`config.mk`:
```
export PLATFORM = sky130hd
export DESIGN_NAME = kinpira_wb_slave
export DESIGN_NICKNAME = d
export VERILOG_FILES = /design/src/verilog/kinpira_bus_pkg.sv /design/src/verilog/kinpira_cnn_pkg.sv /design/src/verilog/kinpira_wb_slave.sv
export SDC_FILE = /design/constraint.sdc
export NUM_CORES = 1
export LEC_CHECK = 0
export BUFFER_PORTS_ARGS = -buffer_cell sky130_fd_sc_hd__buf_2
export CAP_MARGIN = 20
export CORE_UTILIZATION = 40
export CTS_CLUSTER_DIAMETER = 30
export DETAILED_ROUTE_END_ITERATION = 16
export PLACE_DENSITY = 0.73
export SETUP_SLACK_MARGIN = 0.2
export SYNTH_ARGS = -nofsm -noshare
export SYNTH_HDL_FRONTEND = slang
export SYNTH_SLANG_ARGS = --single-unit
```
`constraint.sdc`:
```
create_clock -name clk -period 2.3 [get_ports clk]
set_clock_uncertainty 0.05 [all_clocks]
set_input_delay 0.23 -clock clk [delete_from_list [all_inputs] [get_ports clk]]
set_output_delay 0.23 -clock clk [all_outputs]
set_load 0.005 [all_outputs]
```
`src/verilog/kinpira_bus_pkg.sv`:
```
package kinpira_bus_pkg;

  // Host bus widths
  localparam int BWIDTH      = 32;
  localparam int WB_AWIDTH   = 12;
  localparam int REGION_BITS = 2;

  typedef logic [WB_AWIDTH-1:0] wb_addr_t;
  typedef logic [BWIDTH-1:0]    wb_data_t;

  typedef struct packed {
    logic     cyc;
    logic     stb;
    logic     we;
    wb_addr_t adr;
    wb_data_t dat_w;
  } wb_req_t;

  typedef struct packed {
    logic     ack;
    wb_data_t dat_r;
  } wb_rsp_t;

  // Top address bits pick the region
  typedef enum logic [REGION_BITS-1:0] {
    REGION_REG    = 2'd0,
    REGION_IMG    = 2'd1,
    REGION_RENKON = 2'd2,
    REGION_GOBOU  = 2'd3
  } region_t;

  // Word offsets inside REGION_REG
  localparam int REG_WHICH      = 0;
  localparam int REG_REQ        = 1;
  localparam int REG_IN_OFFSET  = 2;
  localparam int REG_OUT_OFFSET = 3;
  localparam int REG_NET_OFFSET = 4;
  localparam int REG_TOTAL_OUT  = 5;
  localparam int REG_TOTAL_IN   = 6;
  localparam int REG_IMG_SIZE   = 7;
  localparam int REG_FIL_SIZE   = 8;
  localparam int REG_ACK        = 16;

endpackage

```
`src/verilog/kinpira_cnn_pkg.sv`:
```
package kinpira_cnn_pkg;

  localparam int DWIDTH  = 16;
  localparam int AWIDTH  = 32;
  localparam int IMGSIZE = 10;
  localparam int NETSIZE = 10;
  localparam int LWIDTH  = 10;
  localparam int QFRAC   = 8;

  typedef logic signed [DWIDTH-1:0] pixel_t;
  typedef logic signed [AWIDTH-1:0] acc_t;
  typedef logic [IMGSIZE-1:0]       img_addr_t;
  typedef logic [NETSIZE-1:0]       net_addr_t;
  typedef logic [LWIDTH-1:0]        len_t;

  typedef enum logic {
    WHICH_RENKON = 1'b0,
    WHICH_GOBOU  = 1'b1
  } which_t;

  typedef struct packed {
    img_addr_t in_offset;
    img_addr_t out_offset;
    net_addr_t net_offset;
    len_t      total_out;
    len_t      total_in;
    len_t      img_size;
    len_t      fil_size;
  } layer_t;

  // Host write into one of the memories
  typedef struct packed {
    logic      we;
    img_addr_t addr;
    pixel_t    wdata;
  } mem_wr_t;

  // Engine side of the image buffer
  typedef struct packed {
    logic      we;
    img_addr_t addr;
    pixel_t    wdata;
  } img_port_t;

  typedef enum logic [1:0] {
    ST_IDLE,
    ST_FETCH,
    ST_DRAIN,
    ST_WRITE
  } engine_state_t;

  // Arithmetic shift by the fraction bits, low word kept
  function automatic pixel_t fixed_result(acc_t acc);
    acc_t shifted;
    shifted = acc >>> QFRAC;
    return shifted[DWIDTH-1:0];
  endfunction

endpackage

```
`src/verilog/kinpira_wb_slave.sv`:
```
`timescale 1ns/1ps

module kinpira_wb_slave
  import kinpira_bus_pkg::*, kinpira_cnn_pkg::*;
(
  input  logic    clk,
  input  logic    xrst,
  input  wb_req_t wb_in,
  output wb_rsp_t wb_out,
  output layer_t  layer,
  output which_t  which,
  output logic    start,
  input  logic    done,
  output mem_wr_t img_wr,
  output mem_wr_t renkon_wr,
  output mem_wr_t gobou_wr,
  input  pixel_t  img_rdata,
  input  pixel_t  renkon_rdata,
  input  pixel_t  gobou_rdata
);

  localparam int OFS_W = WB_AWIDTH - REGION_BITS;

  logic             ack_q;
  logic             start_q;
  logic             req_cycle;
  logic             wr_cycle;
  region_t          region;
  region_t          region_q;
  logic [OFS_W-1:0] ofs;
  logic [OFS_W-1:0] ofs_q;
  wb_data_t         reg_rdata;

  // New request only when no ack is pending
  assign req_cycle = wb_in.cyc && wb_in.stb && !ack_q;
  assign wr_cycle  = req_cycle && wb_in.we;
  assign region    = region_t'(wb_in.adr[WB_AWIDTH-1 -: REGION_BITS]);
  assign ofs       = wb_in.adr[OFS_W-1:0];

  // Memories see the bus address every cycle for synchronous reads
  assign img_wr.we       = wr_cycle && region == REGION_IMG;
  assign img_wr.addr     = ofs[IMGSIZE-1:0];
  assign img_wr.wdata    = wb_in.dat_w[DWIDTH-1:0];
  assign renkon_wr.we    = wr_cycle && region == REGION_RENKON;
  assign renkon_wr.addr  = ofs[IMGSIZE-1:0];
  assign renkon_wr.wdata = wb_in.dat_w[DWIDTH-1:0];
  assign gobou_wr.we     = wr_cycle && region == REGION_GOBOU;
  assign gobou_wr.addr   = ofs[IMGSIZE-1:0];
  assign gobou_wr.wdata  = wb_in.dat_w[DWIDTH-1:0];

  always_ff @(posedge clk) begin
    if (!xrst) begin
      ack_q    <= 1'b0;
      start_q  <= 1'b0;
      region_q <= REGION_REG;
      ofs_q    <= '0;
      which    <= WHICH_RENKON;
      layer    <= '0;
    end else begin
      ack_q   <= req_cycle;
      // Request is dropped while the engine is busy
      start_q <= wr_cycle && region == REGION_REG && ofs == OFS_W'(REG_REQ)
                 && wb_in.dat_w[0] && done;
      if (req_cycle) begin
        region_q <= region;
        ofs_q    <= ofs;
      end
      if (wr_cycle && region == REGION_REG) begin
        case (ofs)
          REG_WHICH:      which            <= which_t'(wb_in.dat_w[0]);
          REG_IN_OFFSET:  layer.in_offset  <= wb_in.dat_w[IMGSIZE-1:0];
          REG_OUT_OFFSET: layer.out_offset <= wb_in.dat_w[IMGSIZE-1:0];
          REG_NET_OFFSET: layer.net_offset <= wb_in.dat_w[NETSIZE-1:0];
          REG_TOTAL_OUT:  layer.total_out  <= wb_in.dat_w[LWIDTH-1:0];
          REG_TOTAL_IN:   layer.total_in   <= wb_in.dat_w[LWIDTH-1:0];
          REG_IMG_SIZE:   layer.img_size   <= wb_in.dat_w[LWIDTH-1:0];
          REG_FIL_SIZE:   layer.fil_size   <= wb_in.dat_w[LWIDTH-1:0];
          default: ;
        endcase
      end
    end
  end

  always_comb begin
    case (ofs_q)
      REG_WHICH:      reg_rdata = wb_data_t'(which);
      REG_IN_OFFSET:  reg_rdata = wb_data_t'(layer.in_offset);
      REG_OUT_OFFSET: reg_rdata = wb_data_t'(layer.out_offset);
      REG_NET_OFFSET: reg_rdata = wb_data_t'(layer.net_offset);
      REG_TOTAL_OUT:  reg_rdata = wb_data_t'(layer.total_out);
      REG_TOTAL_IN:   reg_rdata = wb_data_t'(layer.total_in);
      REG_IMG_SIZE:   reg_rdata = wb_data_t'(layer.img_size);
      REG_FIL_SIZE:   reg_rdata = wb_data_t'(layer.fil_size);
      REG_ACK:        reg_rdata = wb_data_t'(done);
      default:        reg_rdata = '0;
    endcase
  end

  // Memory words come back sign extended
  always_comb begin
    case (region_q)
      REGION_IMG:    wb_out.dat_r = wb_data_t'(img_rdata);
      REGION_RENKON: wb_out.dat_r = wb_data_t'(renkon_rdata);
      REGION_GOBOU:  wb_out.dat_r = wb_data_t'(gobou_rdata);
      default:       wb_out.dat_r = reg_rdata;
    endcase
  end

  assign wb_out.ack = ack_q;
  assign start      = start_q;

endmodule

```
==> metrics.yaml <==
clocking:
  cts-htree-levels: 3
  clk_pin_slew_worst_paths_ns: 0.06
  cts_inserted_buffers: 9
  insertion_delay_ns: 0.33
  clockBufferDepth: 2
  root_buffer: "clkbuf_16"
  cts_tree: "done"
  clock-sinks: 85
  ctsHoldBuffers: 0
routing:
  drt_iter0_drc: 294
  first_pass_iters: 4
  num_vias: 4820
  final_antenna_net_count: 0
  drt-wirelength-per-cell_um: 16.9
  via_per_inst: 5.21
  route.detailed.drc: 0
  wl_mm: 15.7
worst_setup_path:
  end_kind: "output port"
  critPathMaxFanout: 16
  cp.arrival_ns: 2.27
  cp.required_ns: 2.02
  worstSetupStartpointType: "flop"
  crit_type: "reg2out"
placement:
  dpl_cell_area_um2: 6040
  portBuffers: 243
  dp_slack_ns: 0.0455
  dp_hpwl_mm: 11.6
  gp_congestion: 0.851
die:
  die_x_um: 116
  rows: 41
  core-area_um2: 12700
  die-height_um: 116
  ioPinCount: 284
  initial_core_util_pct: 41.0
  die_area_um2: 13500
power:
  p_leak_nw: 3.11
  ir_worst_vdd_mv: 0.359
  powerDensity_nw_per_um2: 535
final_layout:
  n_fill_cell: 1217
  ff_latch_area_um2: 1700
  drive_gt1_share_pct: 46.2
  nets: 846
  antenna_cells: 0
  multi_input_area_um2: 2750
  final_area_um2: 6560
  areaGrowthSynthToFinish_pct: 26.0
global_route:
  antenna_found_initial: 0
  overflow: 0
  grt_pass1_vias: 4187
  grt_use_total_pct: 21.9
  grt_first_pass_wirelength_mm: 22.1
  grt_max_degree: 37
logic_synthesis:
  yosys_register_bits: 85
  synth_cells: 591
  yosysUniqueCellTypes: 52
  synth-seq-area-share_pct: 32.7
  synth_warnings: 0
  synth_ff_type: "dfxtp_1"
  synth.avg_cell_area_um2: 8.80
  synth_edf_count: 0
  syn_area_um2: 5200
  async_flop_share_pct: 0
  synth_fp_nets: 689
timing:
  rsz0062_at_grt: "true"
  fin_crit_sh_pct: 111
  hold_violations: 0
  max_freq_mhz: 392
  slew_headroom_pct: 55.3
  final_max_slew_viol_count: 0
  setup_violations: 10
  final.setup.worst_slack_ns: -0.248
  fin_crit_ns: 2.55
  tightest_slew_ns: 0.670
hold_path:
  hold_class: "in2reg"
job:
  maxCapViolations: 0
run_status:
  status: "complete, but fails checks"
  violations: "setup timing"
[report_power, final]
group	internal, W	leakage, nW	switching [W]	total (W)
Clock	0.000874	0.146	0.000601	0.00147
Combinational	0.000244	2.28	0.000293	0.000537
Sequential	0.00148	0.687	0.0000105	0.00149
[final timing paths]
path	end	slack, ns	cells after the start	startpoint
worst max-delay path	wb_out[3]	-0.25	7	ofs_q[4]
worst min-delay path	start	0.11	3	done
worst max register to register	layer[31]	0.40	5	ack_q
worst min register to register	layer[35]	0.42	2	layer[35]
[sequential cells by signal (all words and copies together) (netlist names)]
register  flops
ack_q         1
layer        70
ofs_q        10
region_q      2
start         1
which         1
[synthesized netlist by cell type, types with 2 or more instances]
master     instances  share of area, %
nand2_1          115               8.3
buf_4             96                14
mux2i_1           88                17
dfxtp_1           85                33
clkbuf_1          22               1.6
mux2_2            16               3.5
a21boi_0          12               1.7
nor4_1            12               1.4
a22oi_1           11               1.6
a32oi_1           11               1.9
buf_2             11               1.1
nor2_1            10              0.72
a22o_1             9               1.5
nor3_1             7              0.67
buf_1              6              0.43
inv_1              6              0.43
nand3b_1           6              0.87
a211oi_1           4              0.58
a21boi_1           4              0.58
a21oi_1            4              0.38
nor2b_1            4              0.48
nand3_1            3              0.29
nand4_1            3              0.36
nand4b_1           3              0.51
o21ai_0            3              0.29
o2bb2ai_1          3              0.51
and3_1             2              0.24
and3b_1            2              0.34
buf_6              2              0.43
nor3b_1            2              0.29
nor4_2             2              0.48
nor4b_1            2              0.34
o2111ai_1          2              0.34
o32ai_1            2              0.34
o41a_2             2              0.48
or4_1              2              0.29
or4b_1             2              0.38
[worst max-delay path: stages, from the launching register on]
cell and delay (ns):
dfxtp_1 0.31, or4_4 0.55, buf_12 0.17, nor4_4 0.23, buf_6 0.19, nand2_2 0.07, a32oi_2 0.26, buf_2 0.16
[layout by cell type (no fill, tap or decap), types with 6 or more instances in the layout]
cell type  count
nor4_2         8
mux2_2        16
buf_2        243
clkbuf_16      9
a22oi_1       10
buf_4         35
mux2i_1       88
nor3_1         6
nand3b_1       6
a32oi_1        8
nor2_1        10
inv_1          6
dfxtp_1       83
nand2_1      113
a21boi_0      12
a22o_1         8
[per-stage QoR]
| step | util, % | hold WS (ns) | total power (W) | setup TNS [ns] | std cells |
|---|---|---|---|---|---|
| floorplan | - | 0.256 | 0.00188 | 0 | 591 |
| global placement | 47.7 | 0.407 | 0.00201 | 0 | 907 |
| detailed placement | 47.7 | 0.410 | 0.00201 | 0 | 907 |
| CTS | 50.7 | 0.102 | 0.00350 | -2.15 | 924 |
| global route | 51.7 | 0.117 | 0.00363 | -2.93 | 925 |
| finish | 51.7 | 0.113 | 0.00350 | -2.01 | 925 |
[area by class of cell]
| cell class | instances | area share, % |
|---|---|---|
| clock buffer | 11 | 3.70 |
| timing repair buffer | 283 | 23.8 |
| sequential | 85 | 26.0 |
| clock inverter | 5 | 0.916 |
| tap | 172 | 3.28 |
| multi-input combinational | 363 | 41.9 |
| inverter | 6 | 0.344 |
[metal layers]
metal,global-route usage (%),routed length (um),part of all wire [%],vias up
met5,0,0,0,-
met4,5.98,250,1.6,0
met3,4.76,1150,7.4,25
met2,35.4,7180,46,199
met1,29.4,7080,45,2286
li1,-,-,-,2310
[repair_timing]
action,CTS,global route
setup buffers,1,1
pin swaps,3,3
endpoints found under the hold margin,0,0
resized for setup,18,21
setup endpoints to repair,10,27
[kinds of logic (layout without fill, tap and decap cells)]
group                  Yosys count  after routing  synth area share, %
and+or+nand+nor                185            185                 17.5
buffers and inverters          143            305                 17.8
muxes                          105            105                 20.8
DFF                             85             85                 32.7
AOI/OAI and AO/OA               73             73                 11.1
Note: power is estimated with default switching activity, not from simulation.
